<file path="config.mk">
export PLATFORM = sky130hd
export DESIGN_NAME = if_stage
export DESIGN_NICKNAME = d
export VERILOG_FILES = /design/src/source/fetch_pkg.sv /design/src/source/fetch_fifo.sv /design/src/source/prefetch_buffer.sv /design/src/source/fetch_pc_select.sv /design/src/source/if_stage.sv
export VERILOG_INCLUDE_DIRS = /design/src /design/src/include
export SDC_FILE = /design/constraint.sdc
export NUM_CORES = 1
export LEC_CHECK = 0
export BUFFER_PORTS_ARGS = -buffer_cell sky130_fd_sc_hd__clkbuf_2
export CAP_MARGIN = 10
export CORE_MARGIN = 3
export CORE_UTILIZATION = 40
export DETAILED_ROUTE_END_ITERATION = 8
export PLACE_DENSITY = 0.66
export SYNTH_ARGS = -nofsm -noshare
export SYNTH_HDL_FRONTEND = slang
export SYNTH_HIERARCHICAL = 1
export SYNTH_SLANG_ARGS = --single-unit
</file>
<file path="constraint.sdc">
create_clock -name clk -period 8.6 [get_ports clk]
set_input_delay 0 -clock clk [delete_from_list [all_inputs] [get_ports clk]]
set_output_delay 0 -clock clk [all_outputs]
set_load 0.005 [all_outputs]
</file>
<file path="src/include/fetch_macros.svh">
// fetch macros: sizing constants shared by the instruction FIFO and the prefetch buffer

`ifndef FETCH_MACROS_SVH
`define FETCH_MACROS_SVH

////////////////////////////////////////
// buffer sizing
////////////////////////////////////////

// number of words the prefetch FIFO can hold
`define FETCH_FIFO_DEPTH 4

// granted requests allowed in flight before a response comes back
`define FETCH_MAX_OUTSTANDING 2

////////////////////////////////////////
// derived widths
////////////////////////////////////////

`define FETCH_CNT_W 3 // holds 0..FETCH_FIFO_DEPTH plus in-flight sum
`define FETCH_PTR_W 2 // log2 of FETCH_FIFO_DEPTH, FIFO read/write pointers

`endif

</file>
<file path="src/source/fetch_pkg.sv">
// fetch package: address/instruction types and the selector and state encodings

package fetch_pkg;

  ////////////////////////////////////////
  // data types
  ////////////////////////////////////////

  typedef logic [31:0] addr_t;      // byte address
  typedef logic [31:0] instr_t;     // one instruction word
  typedef logic [23:0] trap_base_t; // upper bits of the trap vector base

  ////////////////////////////////////////
  // selectors
  ////////////////////////////////////////

  // next pc source, driven by the controller
  typedef enum logic [3:0] {
    PC_BOOT      = 4'b0000,
    PC_FENCEI    = 4'b0001, // refetch after the fence.i
    PC_JUMP      = 4'b0010, // jump resolved in decode
    PC_BRANCH    = 4'b0011, // branch resolved in execute
    PC_EXCEPTION = 4'b0100, // trap vector, see exc_pc_mux_e
    PC_MRET      = 4'b0101,
    PC_DRET      = 4'b0111
  } pc_mux_e;

  // which trap vector when pc_mux is PC_EXCEPTION
  typedef enum logic [1:0] {
    EXC_PC_EXCEPTION = 2'b00, // synchronous exception, base address
    EXC_PC_IRQ       = 2'b01, // vectored interrupt
    EXC_PC_DBD       = 2'b10  // debug halt entry
  } exc_pc_mux_e;

  ////////////////////////////////////////
  // state machines
  ////////////////////////////////////////

  typedef enum logic [0:0] {IDLE, WAIT} fetch_fsm_e; // if_stage request fsm
  typedef enum logic [0:0] {RUN, FLUSH} pf_fsm_e;    // stale response tracking

endpackage

</file>
<file path="src/source/fetch_fifo.sv">
// fetch_fifo: small circular instruction buffer with single-cycle flush

`timescale 1ns/10ps

`include "fetch_macros.svh"

module fetch_fifo (
  input  logic                    clk,
  input  logic                    rst_n,
  input  logic                    flush_i,     // drop all entries
  input  logic                    push_i,
  input  fetch_pkg::instr_t       push_data_i,
  input  logic                    pop_i,
  output fetch_pkg::instr_t       pop_data_o,  // head of the queue
  output logic                    empty_o,
  output logic [`FETCH_CNT_W-1:0] count_o      // occupancy, used for credits
);

  fetch_pkg::instr_t mem [`FETCH_FIFO_DEPTH]; // storage, no reset

  logic [`FETCH_PTR_W-1:0] wr_ptr_q;
  logic [`FETCH_PTR_W-1:0] rd_ptr_q;
  logic [`FETCH_CNT_W-1:0] count_q;

  ////////////////////////////////////////
  // pointers and occupancy
  ////////////////////////////////////////

  always_ff @(posedge clk, negedge rst_n) begin
    if (!rst_n) begin
      wr_ptr_q <= '0;
      rd_ptr_q <= '0;
      count_q  <= '0;
    end else if (flush_i) begin
      // flush wins over a push or pop in the same cycle
      wr_ptr_q <= '0;
      rd_ptr_q <= '0;
      count_q  <= '0;
    end else begin
      if (push_i) begin
        wr_ptr_q <= wr_ptr_q + 1'b1; // depth is a power of two, wraps
      end
      if (pop_i) begin
        rd_ptr_q <= rd_ptr_q + 1'b1;
      end
      case ({push_i, pop_i})
        2'b10:   count_q <= count_q + 1'b1;
        2'b01:   count_q <= count_q - 1'b1;
        default: count_q <= count_q; // none or both, level stays
      endcase
    end
  end

  ////////////////////////////////////////
  // storage
  ////////////////////////////////////////

  always_ff @(posedge clk) begin
    if (push_i && !flush_i) begin
      mem[wr_ptr_q] <= push_data_i;
    end
  end

  assign pop_data_o = mem[rd_ptr_q];      // valid only when not empty
  assign empty_o    = (count_q == '0);
  assign count_o    = count_q;

endmodule

</file>
<file path="src/source/prefetch_buffer.sv">
// prefetch_buffer: instruction bus master with credit-limited issue and stale-response drop

`timescale 1ns/10ps

`include "fetch_macros.svh"

module prefetch_buffer (
  input  logic              clk,
  input  logic              rst_n,
  input  logic              req_i,          // fetching enabled
  input  logic              branch_i,       // redirect to branch_addr_i
  input  fetch_pkg::addr_t  branch_addr_i,
  input  logic              fetch_ready_i,  // if_stage takes the head word
  output logic              fetch_valid_o,
  output fetch_pkg::instr_t fetch_rdata_o,
  output logic              instr_req_o,
  output fetch_pkg::addr_t  instr_addr_o,
  input  logic              instr_gnt_i,
  input  logic              instr_rvalid_i,
  input  fetch_pkg::instr_t instr_rdata_i,
  output logic              busy_o          // requests in flight or being driven
);

  localparam logic [`FETCH_CNT_W-1:0] depth_lim = `FETCH_CNT_W'(`FETCH_FIFO_DEPTH);
  localparam logic [`FETCH_CNT_W-1:0] max_out   = `FETCH_CNT_W'(`FETCH_MAX_OUTSTANDING);

  fetch_pkg::addr_t        addr_q;            // address of the next request
  fetch_pkg::pf_fsm_e      state_q, state_n;
  logic [`FETCH_CNT_W-1:0] outst_q, outst_n;  // granted, not yet answered
  logic [`FETCH_CNT_W-1:0] stale_q, stale_n;  // responses still to drop
  logic [`FETCH_CNT_W-1:0] fifo_count;
  logic [`FETCH_CNT_W-1:0] fill;              // slots used or promised
  logic                    fifo_empty;
  logic                    fifo_push;
  logic                    fifo_pop;
  logic                    credit_ok;
  logic                    req_gnt;

  ////////////////////////////////////////
  // request issue
  ////////////////////////////////////////

  // fifo is flushed during a branch, so its entries no longer count
  assign fill        = (branch_i ? '0 : fifo_count) + outst_q;
  assign credit_ok   = (fill < depth_lim) && (outst_q < max_out);
  assign instr_req_o = req_i & credit_ok;
  assign instr_addr_o = branch_i ? branch_addr_i : addr_q; // target goes out same cycle
  assign req_gnt     = instr_req_o & instr_gnt_i;

  always_ff @(posedge clk, negedge rst_n) begin
    if (!rst_n) begin
      addr_q <= '0;
    end else if (branch_i) begin
      // skip ahead when the target itself was granted right away
      addr_q <= req_gnt ? branch_addr_i + 32'd4 : branch_addr_i;
    end else if (req_gnt) begin
      addr_q <= addr_q + 32'd4; // word stream
    end
  end

  ////////////////////////////////////////
  // outstanding and stale tracking
  ////////////////////////////////////////

  always_comb begin
    outst_n = outst_q;
    if (req_gnt) begin
      outst_n = outst_n + `FETCH_CNT_W'(1);
    end
    if (instr_rvalid_i) begin
      outst_n = outst_n - `FETCH_CNT_W'(1); // never underflows, bus answers only grants
    end
  end

  always_comb begin
    state_n = state_q;
    stale_n = stale_q;
    if (branch_i) begin
      // everything still in flight belongs to the old stream
      // a response in this very cycle is dropped here already
      stale_n = instr_rvalid_i ? outst_q - `FETCH_CNT_W'(1) : outst_q;
      state_n = (stale_n != '0) ? fetch_pkg::FLUSH : fetch_pkg::RUN;
    end else if ((state_q == fetch_pkg::FLUSH) && instr_rvalid_i) begin
      stale_n = stale_q - `FETCH_CNT_W'(1);
      if (stale_q == `FETCH_CNT_W'(1)) begin
        state_n = fetch_pkg::RUN; // last stale word gone
      end
    end
  end

  always_ff @(posedge clk, negedge rst_n) begin
    if (!rst_n) begin
      state_q <= fetch_pkg::RUN;
      outst_q <= '0;
      stale_q <= '0;
    end else begin
      state_q <= state_n;
      outst_q <= outst_n;
      stale_q <= stale_n;
    end
  end

  ////////////////////////////////////////
  // word buffer
  ////////////////////////////////////////

  // responses are in order, so in RUN every one belongs to the live stream
  assign fifo_push = instr_rvalid_i && (state_q == fetch_pkg::RUN) && !branch_i;
  assign fifo_pop  = fetch_ready_i & ~fifo_empty;

  fetch_fifo u_fetch_fifo (
    .clk         (clk),
    .rst_n       (rst_n),
    .flush_i     (branch_i),
    .push_i      (fifo_push),
    .push_data_i (instr_rdata_i),
    .pop_i       (fifo_pop),
    .pop_data_o  (fetch_rdata_o),
    .empty_o     (fifo_empty),
    .count_o     (fifo_count)
  );

  assign fetch_valid_o = ~fifo_empty;
  assign busy_o        = (outst_q != '0) | instr_req_o;

endmodule

</file>
<file path="src/source/fetch_pc_select.sv">
// fetch_pc_select: next program counter mux with trap, interrupt and debug vector build

`timescale 1ns/10ps

module fetch_pc_select (
  input  fetch_pkg::pc_mux_e     pc_mux_i,          // redirect source
  input  fetch_pkg::exc_pc_mux_e exc_pc_mux_i,      // which vector for PC_EXCEPTION
  input  logic [30:0]            boot_addr_i,
  input  fetch_pkg::trap_base_t  trap_base_addr_i,  // mtvec upper bits
  input  logic [4:0]             irq_id_i,          // vectored interrupt number
  input  logic [29:0]            dm_halt_addr_i,    // debug module entry, word address
  input  fetch_pkg::addr_t       jump_target_id_i,  // from decode
  input  fetch_pkg::addr_t       jump_target_ex_i,  // from execute
  input  fetch_pkg::addr_t       mepc_i,
  input  fetch_pkg::addr_t       depc_i,
  input  fetch_pkg::addr_t       pc_i,              // pc of the fence.i
  output fetch_pkg::addr_t       target_o
);

  fetch_pkg::addr_t exc_pc;  // trap vector address
  fetch_pkg::addr_t boot_pc;

  assign boot_pc = {boot_addr_i, 1'b0};

  ////////////////////////////////////////
  // trap vector
  ////////////////////////////////////////

  always_comb begin
    case (exc_pc_mux_i)
      fetch_pkg::EXC_PC_EXCEPTION: begin
        exc_pc = {trap_base_addr_i, 8'h00};              // all exceptions share the base
      end
      fetch_pkg::EXC_PC_IRQ: begin
        exc_pc = {trap_base_addr_i, 1'b0, irq_id_i, 2'b00}; // one word per irq line
      end
      fetch_pkg::EXC_PC_DBD: begin
        exc_pc = {dm_halt_addr_i, 2'b00};
      end
      default: begin
        exc_pc = {trap_base_addr_i, 8'h00};
      end
    endcase
  end

  ////////////////////////////////////////
  // next pc
  ////////////////////////////////////////

  always_comb begin
    case (pc_mux_i)
      fetch_pkg::PC_BOOT: begin
        target_o = boot_pc;
      end
      fetch_pkg::PC_JUMP:      target_o = jump_target_id_i;
      fetch_pkg::PC_BRANCH:    target_o = jump_target_ex_i;
      fetch_pkg::PC_EXCEPTION: target_o = exc_pc;
      fetch_pkg::PC_MRET:      target_o = mepc_i;  // back from trap handler
      fetch_pkg::PC_DRET:      target_o = depc_i;  // leave debug mode
      fetch_pkg::PC_FENCEI: begin
        // restart right after the fence so the stream is fetched again
        target_o = pc_i + 32'd4;
      end
      default: begin
        target_o = boot_pc; // undefined select, safe fallback
      end
    endcase
  end

endmodule

</file>
<file path="src/source/if_stage.sv">
// if_stage: instruction fetch top, redirect handling and the IF/ID pipeline register

`timescale 1ns/10ps

module if_stage (
  input  logic                   clk,
  input  logic                   rst_n,

  input  logic                   req_i,               // core wants instructions
  input  logic                   pc_set_i,            // redirect this cycle
  input  fetch_pkg::pc_mux_e     pc_mux_i,
  input  fetch_pkg::exc_pc_mux_e exc_pc_mux_i,
  input  logic [30:0]            boot_addr_i,
  input  fetch_pkg::trap_base_t  trap_base_addr_i,
  input  logic [4:0]             irq_id_i,
  input  logic [29:0]            dm_halt_addr_i,
  input  fetch_pkg::addr_t       jump_target_id_i,
  input  fetch_pkg::addr_t       jump_target_ex_i,
  input  fetch_pkg::addr_t       mepc_i,
  input  fetch_pkg::addr_t       depc_i,
  input  fetch_pkg::addr_t       pc_i,

  input  logic                   halt_if_i,           // controller freezes fetch
  input  logic                   id_ready_i,          // decode can accept
  input  logic                   clear_instr_valid_i, // kill word in IF/ID

  // instruction bus
  output logic                   instr_req_o,
  output fetch_pkg::addr_t       instr_addr_o,
  input  logic                   instr_gnt_i,
  input  logic                   instr_rvalid_i,
  input  fetch_pkg::instr_t      instr_rdata_i,

  output logic                   instr_valid_id_o,
  output fetch_pkg::instr_t      instr_rdata_id_o,
  output fetch_pkg::addr_t       branch_target_o,
  output logic                   if_busy_o,
  output logic                   perf_imiss_o         // no word or redirect
);

  fetch_pkg::fetch_fsm_e fsm_q, fsm_n;

  fetch_pkg::addr_t  target;       // selected redirect address
  fetch_pkg::instr_t fetch_rdata;
  logic              fetch_valid;
  logic              fetch_ready;  // pop head word into IF/ID
  logic              branch_req;
  logic              valid;        // a word is offered to decode
  logic              prefetch_busy;

  ////////////////////////////////////////
  // next pc and prefetch
  ////////////////////////////////////////

  fetch_pc_select u_fetch_pc_select (
    .pc_mux_i         (pc_mux_i),
    .exc_pc_mux_i     (exc_pc_mux_i),
    .boot_addr_i      (boot_addr_i),
    .trap_base_addr_i (trap_base_addr_i),
    .irq_id_i         (irq_id_i),
    .dm_halt_addr_i   (dm_halt_addr_i),
    .jump_target_id_i (jump_target_id_i),
    .jump_target_ex_i (jump_target_ex_i),
    .mepc_i           (mepc_i),
    .depc_i           (depc_i),
    .pc_i             (pc_i),
    .target_o         (target)
  );

  prefetch_buffer u_prefetch_buffer (
    .clk            (clk),
    .rst_n          (rst_n),
    .req_i          (req_i),
    .branch_i       (branch_req),
    .branch_addr_i  (target),
    .fetch_ready_i  (fetch_ready),
    .fetch_valid_o  (fetch_valid),
    .fetch_rdata_o  (fetch_rdata),
    .instr_req_o    (instr_req_o),
    .instr_addr_o   (instr_addr_o),
    .instr_gnt_i    (instr_gnt_i),
    .instr_rvalid_i (instr_rvalid_i),
    .instr_rdata_i  (instr_rdata_i),
    .busy_o         (prefetch_busy)
  );

  ////////////////////////////////////////
  // request fsm
  ////////////////////////////////////////

  always_ff @(posedge clk, negedge rst_n) begin
    if (!rst_n) begin
      fsm_q <= fetch_pkg::IDLE;
    end else begin
      fsm_q <= fsm_n;
    end
  end

  always_comb begin
    fsm_n      = fsm_q;
    branch_req = 1'b0;
    valid      = 1'b0;
    case (fsm_q)
      fetch_pkg::IDLE: begin
        if (req_i) begin
          branch_req = 1'b1;         // first fetch starts at the selected target
          fsm_n      = fetch_pkg::WAIT;
        end
      end
      fetch_pkg::WAIT: begin
        valid = fetch_valid;         // head of the fifo offered to decode
      end
      default: begin
        fsm_n = fetch_pkg::IDLE;
      end
    endcase
    // redirect beats everything, nothing handed over this cycle
    if (pc_set_i) begin
      valid      = 1'b0;
      branch_req = 1'b1;
      fsm_n      = fetch_pkg::WAIT;
    end
  end

  // pop and load happen together, only when decode is free
  assign fetch_ready = valid & id_ready_i & ~halt_if_i & req_i;

  ////////////////////////////////////////
  // IF/ID register
  ////////////////////////////////////////

  always_ff @(posedge clk, negedge rst_n) begin
    if (!rst_n) begin
      instr_valid_id_o <= 1'b0;
    end else if (fetch_ready) begin
      instr_valid_id_o <= 1'b1;
    end else if (clear_instr_valid_i) begin
      instr_valid_id_o <= 1'b0; // a new load in the same cycle wins
    end
  end

  always_ff @(posedge clk) begin
    if (fetch_ready) begin
      instr_rdata_id_o <= fetch_rdata; // frozen while decode stalls
    end
  end

  assign branch_target_o = target;
  assign if_busy_o       = prefetch_busy;
  assign perf_imiss_o    = ~fetch_valid | branch_req;

endmodule

</file>
# == Word-level counts from Yosys, hierarchy flattened ==
# Memories as Yosys holds them, arrays and structs flattened. A register that Yosys moved wholly into a read port is not among the register bits.
# Cells that the tools add are included.
# totals
latch_bits,0
ramBits,128
reg_bits,48
output_inout_bits,100
input_bits,297
memories,1
wordCells,96
mem_bits_ro,0
# classes
mul,0
n_lt_le_gt_ge,2
shift,0
addsub,12
n_mux,33
div_mod_pow,0
n_eq_ne,11
reduce_logical,17
n_bitwise,11
# mem_list
name,depth,word_bits,read_ports,rd_ports_with_merged_regs,write_ports,line,source
u_prefetch_buffer.u_fetch_fifo.mem,4,32,1,1,1,fetch_fifo.sv:19,fetch_pkg::instr_t mem [`FETCH_FIFO_DEPTH];
# ops
cell,count
case mux 32 bit (6 select lines),1
two-way mux 32 bit,4
"adder 32 x 3 -> 32 bit, second input constant",3
case mux 32 bit (2 select lines),1
two-way mux 3 bit,7
two-way mux 1 bit,15
"== test 4 x 3 -> 1 bit, second input constant",3
nonzero test 2 bit,6
"subtractor 3 x 1 -> 3 bit, second input constant",4
nonzero test 3 bit,3
"== test 4 x 2 -> 1 bit, second input constant",2
two-way mux 2 bit,4
"adder 3 x 1 -> 3 bit, second input constant",2
bitwise AND 1 bit,6
case mux 3 bit (2 select lines),1
logical AND 1 bit,5
"adder 2 x 1 -> 2 bit, second input constant",2
"== test 2 x 1 -> 1 bit, second input constant",2
"== test 2 bit, second input constant",2
"== test 4 x 1 -> 1 bit, second input constant",1
adder 3 bit,1
"== test 3 x 1 -> 1 bit, second input constant",1
logical NOT 3 bit,1
"less-than comparator 3 x 2 -> 1 bit, second input constant",1
5 further kinds,8

# == Depth between registers and ports, before layout ==
# Gate-level depths: netlist (run 1).
# depth
word_depth,12
depth_mapped,16
depth_no_buf,13

# == Modules after synthesis ==
# The synthesis (run 1) kept the hierarchy.
# by_module_without_submodules
mod,seq_area_each_um2,area_each_um2,instances,cells_per_inst
fetch_fifo,4018.9,5097.4,1,210
prefetch_buffer,975.9,3231.8,1,346
fetch_pc_select,0.0,2755.1,1,428
if_stage,1011.0,1066.0,1,44

# == Worst setup path before layout (run 1) ==
# OpenSTA, ideal clock, no wires.
# synth_timing
kind,register -> register
startpoint,register fsm_q
endpoint,register u_prefetch_buffer.addr_q[13]
path_slack_ns,4.993
required_time_ns,8.454
stages_incl_launch_ff,13
arrival_ns,3.460
setup_time_ns,0.146
path_buffers,3
synth_period_minus_slack_ns,3.607
path_cell_list,dfrtp_1 o21ai_0 buf_1 buf_1 nor2b_1 ha_1 nand3_2 mux2_4 or4_4 buf_6 or3_1 xor2_1 mux2i_1
# synth_via
elab_chain_len,10
elab_cells_between_ends,11
cone_classes,1 x add/sub; 1 x order compare; 5 x mux; 2 x bitwise; 2 x reduce/logical
# synth_lines
element,line,source
"start, declared",if_stage.sv:41,"fetch_pkg::fetch_fsm_e fsm_q, fsm_n;"
"start signal, assigned",if_stage.sv:93,fsm_q <= fetch_pkg::IDLE;
"start signal, assigned",if_stage.sv:95,fsm_q <= fsm_n;
two-way mux 1 bit *,if_stage.sv:103,case (fsm_q)
two-way mux 1 bit *,if_stage.sv:118,if (pc_set_i) begin
net branch_req,if_stage.sv:47,logic branch_req;
two-way mux 3 bit,prefetch_buffer.sv:44,assign fill = (branch_i ? '0 : fifo_count) + outst_q;
adder 3 bit,prefetch_buffer.sv:44,
less-than comparator 3 bit,prefetch_buffer.sv:45,assign credit_ok = (fill < depth_lim) && (outst_q < max_out);
logical AND 1 bit,prefetch_buffer.sv:45,
bitwise AND 1 bit,prefetch_buffer.sv:46,assign instr_req_o = req_i & credit_ok;
bitwise AND 1 bit,prefetch_buffer.sv:48,assign req_gnt = instr_req_o & instr_gnt_i;
two-way mux 32 bit,prefetch_buffer.sv:55,addr_q <= req_gnt ? branch_addr_i + 32'd4 : branch_addr_i;
two-way mux 32 bit,prefetch_buffer.sv:53,end else if (branch_i) begin
"end signal, assigned",prefetch_buffer.sv:55,
"end signal, assigned",prefetch_buffer.sv:57,addr_q <= addr_q + 32'd4;
"end, declared",prefetch_buffer.sv:27,fetch_pkg::addr_t addr_q;
# Mark *: on every way through the listed nets, which the timed path passes. The rest lies on a longest branch.
# A chain may end at the register's enable or synchronous reset.

# == Worst setup path after layout (run 1) ==
# layout_timing
startpoint,input pc_mux_i[0]
endpoint,register u_prefetch_buffer.addr_q[31]
# layout_via
elab_chain_len,5
elab_cells_between_ends,10
cone_classes,1 x add/sub; 6 x eq/ne; 3 x mux
# layout_lines
element,line,source
"start, declared",if_stage.sv:11,"input fetch_pkg::pc_mux_e pc_mux_i,"
"== test 4 x 1 -> 1 bit, or another cell as far along",fetch_pc_select.sv:51,case (pc_mux_i)
case mux 32 bit (6 select lines) *,fetch_pc_select.sv:51,
adder 32 x 3 -> 32 bit,prefetch_buffer.sv:55,
two-way mux 32 bit *,prefetch_buffer.sv:55,
two-way mux 32 bit *,prefetch_buffer.sv:53,
# Every way passes the cells marked *; elsewhere a longest branch is shown, timed or not.

==> flow_summary.toml, run 1 <==
[timing]
rsz0062_at_grt = "false"
fin_skew_ns = 0.0125
slew_violations = 0
clock.fmax_mhz = 240
fin_tns_setup_ns = 0
hold_violations = 0
min_period_ns = 4.16
tightest_slew_ns = 1.15
maxSlewHeadroom_pct = 22.4
fin_ws_ns = 4.44
fin_crit_sh_pct = 48.4
setup_viol_count_final = 0

[route]
dr_wl_met3_um = 4010
route.detailed.drc = 0
wirelength_um = 46400
wire_per_inst_um = 25.1
drt_iter0_drc = 962
maxUsedRoutingLayer = "met4"
met2_length_um = 22300
met1_length_um = 18900
vias_per_cell = 5.65
firstDrtPassIters = 5
drtAntennaViolNets = 0
num_vias = 10400

[finish]
multi_input_area_um2 = 5680
utilization_pct = 52.1
final_layout_size_suffix_gt1_share_pct = 36.8
area_growth_pct = 27.7
regArea_um2 = 6010
finalNonFillerCells = 1849
n_fill_cell = 2703
nets = 1752
finalInstanceArea_um2 = 15500

[cts]
cts.repair_timing.setup_buffer_count = 0
cts_tree = "done"
cts_max_level = 1
cts_buffer_depth = 3
clk_pin_slew_worst_paths_ns = 0.06
clk-insertion-delay-late_ns = 0.52
cts-root-buf = "clkbuf_16"
cts_inserted_buffers = 23
clock-sinks = 208

[yosys]
synth.yosys.seq_area_share_pct = 49.4
syn_nets = 1342
synth_top_area_share_pct = 39.5
synth_warnings = 6
yosysUniqueCellTypes = 72
ys_top_cells_by_area = "edfxtp_1, dfrtp_1, mux4_2"
synth_top_cells_by_count = "edfxtp_1, nor2_1, nand2_1"
yosys.area.top_type = "edfxtp_1"
async_flop_share_pct = 23.1
synthCells = 1028
syn_area_per_cell_um2 = 11.8
synth_edf_count = 160
ys_seq_elements = 208
synth_most_common_cell = "edfxtp_1"
syn_area_um2 = 12200
synthFlopType = "edfxtp_1"

[power_and_ir_drop]
vdd_ir_drop_max_v = 0.000174
p_leak_nw = 6.11
power_density_nw_per_um2 = 178

[worst_setup_path]
end_kind = "flip-flop"
worst_ep_arrival_time_ns = 4.53
worstSetupStartpointType = "input port"
critPathMaxFanout = 36
cp.required_ns = 8.97
critPathKind = "input port to flip-flop"

[global_routing]
antenna_found_initial = 5
grt-ovfl-total = 0
grt_pass1_wl_um = 67900
grt_pass1_vias = 10500
grt_max_degree = 54
grtUsageTotal_pct = 27.5

[placed_design]
numPortBuffers = 396
placed_area_um2 = 14300
dpl.cell_count = 1762
pre_cts_slack_ns = 4.11
place.gp.congestion = 1.00
dp_hpwl_um = 35900

[flow_run]
maxCapViolCount = 0

[floorplanning]
die_x_um = 180
io_pins = 397
start_util_pct = 40.8
rows = 63
core_region_area_um2 = 29800
dieArea_um2 = 32500
die_h_um = 180

[run_status]
outcome = "finished, final reports clean"

[min_path]
hold_path.class = "input port to flip-flop"
-- metrics by stage --
step,hold slack (ns),total power (W)
after CTS,0.0540,0.00279
after global placement,0.181,0.00177
final,0.0789,0.00277
after floorplan,-0.296,0.00152
after global routing,0.0914,0.00289
after detailed placement,0.171,0.00178
-- final cells by class --
class	instances	area share, %
Inverter	26	0.629
Timing Repair Buffer	448	16.0
Antenna cell	5	0.0806
Multi-Input combinational cell	731	36.6
Sequential cell	208	38.7
Clock buffer	30	3.88
Clock inverter	11	1.01
Tap cell	390	3.14
-- what timing repair did --
action	4_1_cts	5_1_grt
hold buffers	41	0
endpoints found under the hold margin	184	0
resized for setup	0	0
-- placed cells by master (no fill, tap or decap), types with 27 or more instances in the layout --
master         instances
clkbuf_2             396
nor2_1                78
nand2_1               54
dlygate4sd3_1         41
mux2_2                36
edfxtp_1             160
xnor2_1               46
o21ai_0               27
mux4_2                31
a21oi_1               45
nand3_1               48
dfrtp_1               47
a22oi_1               41
xor2_1                46
mux2i_1               47
-- per-layer routing --
metal | vias up | GRT usage, %
li1 | 4765 | -
met1 | 5134 | 37.0
met2 | 475 | 45.2
met3 | 75 | 6.20
met4 | 0 | 7.43
met5 | - | 0
-- cell families (layout without fill, tap and decap cells) --
logic type | count (synthesis) | after routing | synth area share, %
adders and majority gates | 17 | 17 | 1.81
buffers and inverters | 89 | 515 | 4.06
other | 0 | 5 | 0
xor gates and xnor gates | 92 | 92 | 6.63
and+or+nand+nor | 307 | 307 | 13.2
DFF | 208 | 208 | 49.4
AOI/OAI and AO/OA | 196 | 196 | 10.9
muxes | 119 | 119 | 13.9
-- critical path: stages --
cell and delay [ns]:
clkbuf_2 0.61, nand3_1 0.84, or3_1 0.60, a31oi_1 0.49
nand4_1 0.20, nor4_1 0.55, nand4_1 0.48, nor4_1 0.51
xnor2_1 0.16, mux2i_1 0.09
-- power by group --
group / total (W) / switching, W / internal (W)
sequential: 0.00119 / 0.0000565 / 0.00114
combinational: 0.000585 / 0.000329 / 0.000256
clock: 0.000987 / 0.000396 / 0.000591
-- worst paths after layout --
check,cells past startpoint,to,slack (ns),start
min reg2reg,1,u_prefetch_buffer/addr_q[0]$_DFFE_PN0P_,0.51,u_prefetch_buffer/addr_q[0]$_DFFE_PN0P_
max,10,u_prefetch_buffer/addr_q[31]$_DFFE_PN0P_,4.44,pc_mux_i[0]
max reg2reg,10,u_prefetch_buffer/addr_q[28]$_DFFE_PN0P_,5.15,fsm_q$_DFF_PN0_
min in group asynchronous,3,u_prefetch_buffer/addr_q[25]$_DFFE_PN0P_,0.15,rst_n
max in group asynchronous,3,u_prefetch_buffer/u_fetch_fifo/rd_ptr_q[0]$_DFFE_PN0P_,7.93,rst_n
min,4,u_prefetch_buffer/addr_q[6]$_DFFE_PN0P_,0.08,boot_addr_i[5]
-- registers in the layout, indices dropped and copies added, names as in the netlist --
register	cells
u_prefetch_buffer/u_fetch_fifo/mem	128
instr_rdata_id_o	32
u_prefetch_buffer/addr_q	32
u_prefetch_buffer/outst_q	3
u_prefetch_buffer/stale_q	3
u_prefetch_buffer/u_fetch_fifo/count_o	3
u_prefetch_buffer/u_fetch_fifo/rd_ptr_q	2
u_prefetch_buffer/u_fetch_fifo/wr_ptr_q	2
fsm_q	1
instr_valid_id_o	1
u_prefetch_buffer/state_q	1
No activity file was read; power rests on OpenSTA's default activity.
==> run 2: changes to the inputs <==
- PLACE_DENSITY: 0.66 -> 0.69
- clock period: 8.6 -> 3.5 ns (I/O delays scaled with it)
==> run 2 against run 1 <==
Net effect: hold slack worse by 0.042 ns; final cell count is 3.1% higher; count of clock-buffer cells in the layout is 5 lower; highest routed layer unchanged; largest cell class unchanged; critical endpoint is now u_prefetch_buffer/addr_q[28]$_DFFE_PN0P_; setup slack worse by 4.0 ns; global-route usage is 0.71 points higher; sequential cell count stayed put; die area stayed put; clock skew is 0.0077 ns higher; wire length is 2.2% higher; design area is 3.1% higher; core utilization is 1.6 points higher; critical path depth is 1 lower.
==> flow_summary.toml, run 2 (synthesized netlist as in run 1, its figures left out) <==
[worst_setup_path]
slowest_delay_ns = 0.95
critPathKind = "flip-flop to flip-flop"
end_kind = "flip-flop"
cp.required_ns = 3.86
critPathMaxFanout = 9
path_cells = "o21ai_4 -> nor2b_1 -> ha_1 -> nand3_2 -> mux2_4 -> nor4_2 -> nand4_1 -> xor2_1 -> mux2i_1"
crit_family = "simple AND/OR/NAND/NOR gates"
cp_slowest_cell = "nor4_2"
worstSetupStartpointType = "flip-flop"
worstPathBufferInverterCount = 0
worst_ep_arrival_time_ns = 3.43

[floorplanning]
core_region_area_um2 = 29800
io_pins = 397
start_util_pct = 40.8
die_x_um = 180
dieArea_um2 = 32500
die_h_um = 180
rows = 63

[cts]
cts_resized = 0
cts_buffer_depth = 3
cts_tree = "done"
cts-root-buf = "clkbuf_16"
clock-sinks = 208
clk_pin_slew_worst_paths_ns = 0.07
cts_inserted_buffers = 23
cts_max_level = 1
clk-insertion-delay-late_ns = 0.52

[power_and_ir_drop]
combPwrFrac_pct = 21.6
power.internal_w = 0.00506
power_frac_seq_pct = 41.8
power_density_nw_per_um2 = 439
power_switching_share_pct = 27.9
vdd_ir_drop_max_v = 0.000461
power_frac_clock_pct = 36.7
p_leak_nw = 6.41
p_sw_w = 0.00196

[timing]
slew_violations = 0
setup_viol_count_final = 0
clock.fmax_mhz = 326
fin_ws_ns = 0.434
hold_violations = 0
fin_tns_setup_ns = 0
fin_skew_ns = 0.0202
rsz0062_at_grt = "false"
min_period_ns = 3.07
tightest_slew_ns = 1.12
maxSlewHeadroom_pct = 24.8
fin_crit_sh_pct = 87.6

[finish]
mostFrequentLayoutCell = "clkbuf_2"
top_register = "u_prefetch_buffer/u_fetch_fifo/mem"
area_growth_pct = 31.7
nets = 1806
largest_reg_flops = 128
final_layout_size_suffix_gt1_share_pct = 39.4
top_regs = "u_prefetch_buffer/u_fetch_fifo/mem (128), instr_rdata_id_o (32), u_prefetch_buffer/addr_q (32)"
mostFrequentLayoutCells = "clkbuf_2, edfxtp_1, nor2_1"

[min_path]
hold_path.class = "input port to flip-flop"

[route]
drt_iter0_drc = 796
firstDrtPassIters = 5
vias_per_cell = 5.62
num_vias = 10700
wire_per_inst_um = 24.9
wirelength_um = 47400
route.detailed.drc = 0
drtAntennaViolNets = 0

[global_routing]
grt_max_degree = 62
grt_pass1_wl_um = 69500
grt_pass1_vias = 11000
grt-ovfl-total = 0
antenna_found_initial = 7
grtUsageTotal_pct = 28.2

[placed_design]
numPortBuffers = 396
pre_cts_slack_ns = 0.148
place.gp.congestion = 1.06
dp_hpwl_um = 37400

[flow_run]
maxCapViolCount = 0

[run_status]
outcome = "finished, final reports clean"
==> run 2: path summary, 6_finish.rpt <==
path,cells past startpoint,startpoint,to,slack [ns]
worst max-delay path,9,fsm_q$_DFF_PN0_,u_prefetch_buffer/addr_q[28]$_DFFE_PN0P_,0.43
worst min-delay path,4,boot_addr_i[5],u_prefetch_buffer/addr_q[6]$_DFFE_PN0P_,0.04
worst max register to register,9,fsm_q$_DFF_PN0_,u_prefetch_buffer/addr_q[28]$_DFFE_PN0P_,0.43
worst min register to register,1,u_prefetch_buffer/addr_q[1]$_DFFE_PN0P_,u_prefetch_buffer/addr_q[1]$_DFFE_PN0P_,0.51
max in group asynchronous,3,rst_n,u_prefetch_buffer/u_fetch_fifo/rd_ptr_q[0]$_DFFE_PN0P_,2.58
min in group asynchronous,2,rst_n,u_prefetch_buffer/addr_q[24]$_DFFE_PN0P_,0.06
==> run 2: cell type report <==
cell class / instances / area (µm²)
timing repair buffer: 502 / 2900
antenna: 7 / 17.5
sequential: 208 / 6010
tap: 390 / 488
inverter: 26 / 97.6
clock buffer: 25 / 583
multi-input combinational: 731 / 5680
clock inverter: 17 / 226
fill: 2618 / 13800
==> run 2: stage by stage <==
| stage | total power, W | cell area, µm² | utilization (%) | instances | hold slack, ns |
|---|---|---|---|---|---|
| floorplan | 0.00373 | 12200 | - | 1028 | -0.296 |
| global placement | 0.00442 | 14800 | 49.6 | 1818 | 0.0620 |
| detailed placement | 0.00444 | 14800 | 49.6 | 1818 | 0.0619 |
| CTS | 0.00706 | 16000 | 53.6 | 1899 | 0.0156 |
| global route | 0.00733 | 16000 | 53.7 | 1906 | 0.0299 |
| finish | 0.00702 | 16000 | 53.7 | 1906 | 0.0369 |
==> run 2: worst min-delay path, cell delays in order <==
cell      delay (ns)
clkbuf_2        0.10
a211o_1         0.20
xnor2_1         0.15
mux2i_1         0.07
==> run 2: per-layer routing <==
layer	GRT usage [%]	routed length, µm	vias to the layer above
met5	0	0	-
met4	10.4	1740	0
met3	7.13	3950	92
met2	46.0	22700	506
met1	36.6	19000	5233
li1	-	-	4883
==> run 2: power groups by stage <==
stage | Sequential [W] | Combinational, W | Clock (W)
2_1_floorplan | 0.00294 | 0.000786 | 0
3_3_place_gp | 0.00298 | 0.00144 | 0
3_5_place_dp | 0.00298 | 0.00146 | 0
4_1_cts | 0.00293 | 0.00151 | 0.00263
5_1_grt | 0.00295 | 0.00165 | 0.00274
6_report | 0.00293 | 0.00151 | 0.00258
==> run 2: repair_timing <==
action / in CTS / in global routing
buffers inserted: 0 / 0
hold buffers: 39 / 0
hold endpoints to repair: 157 / 0
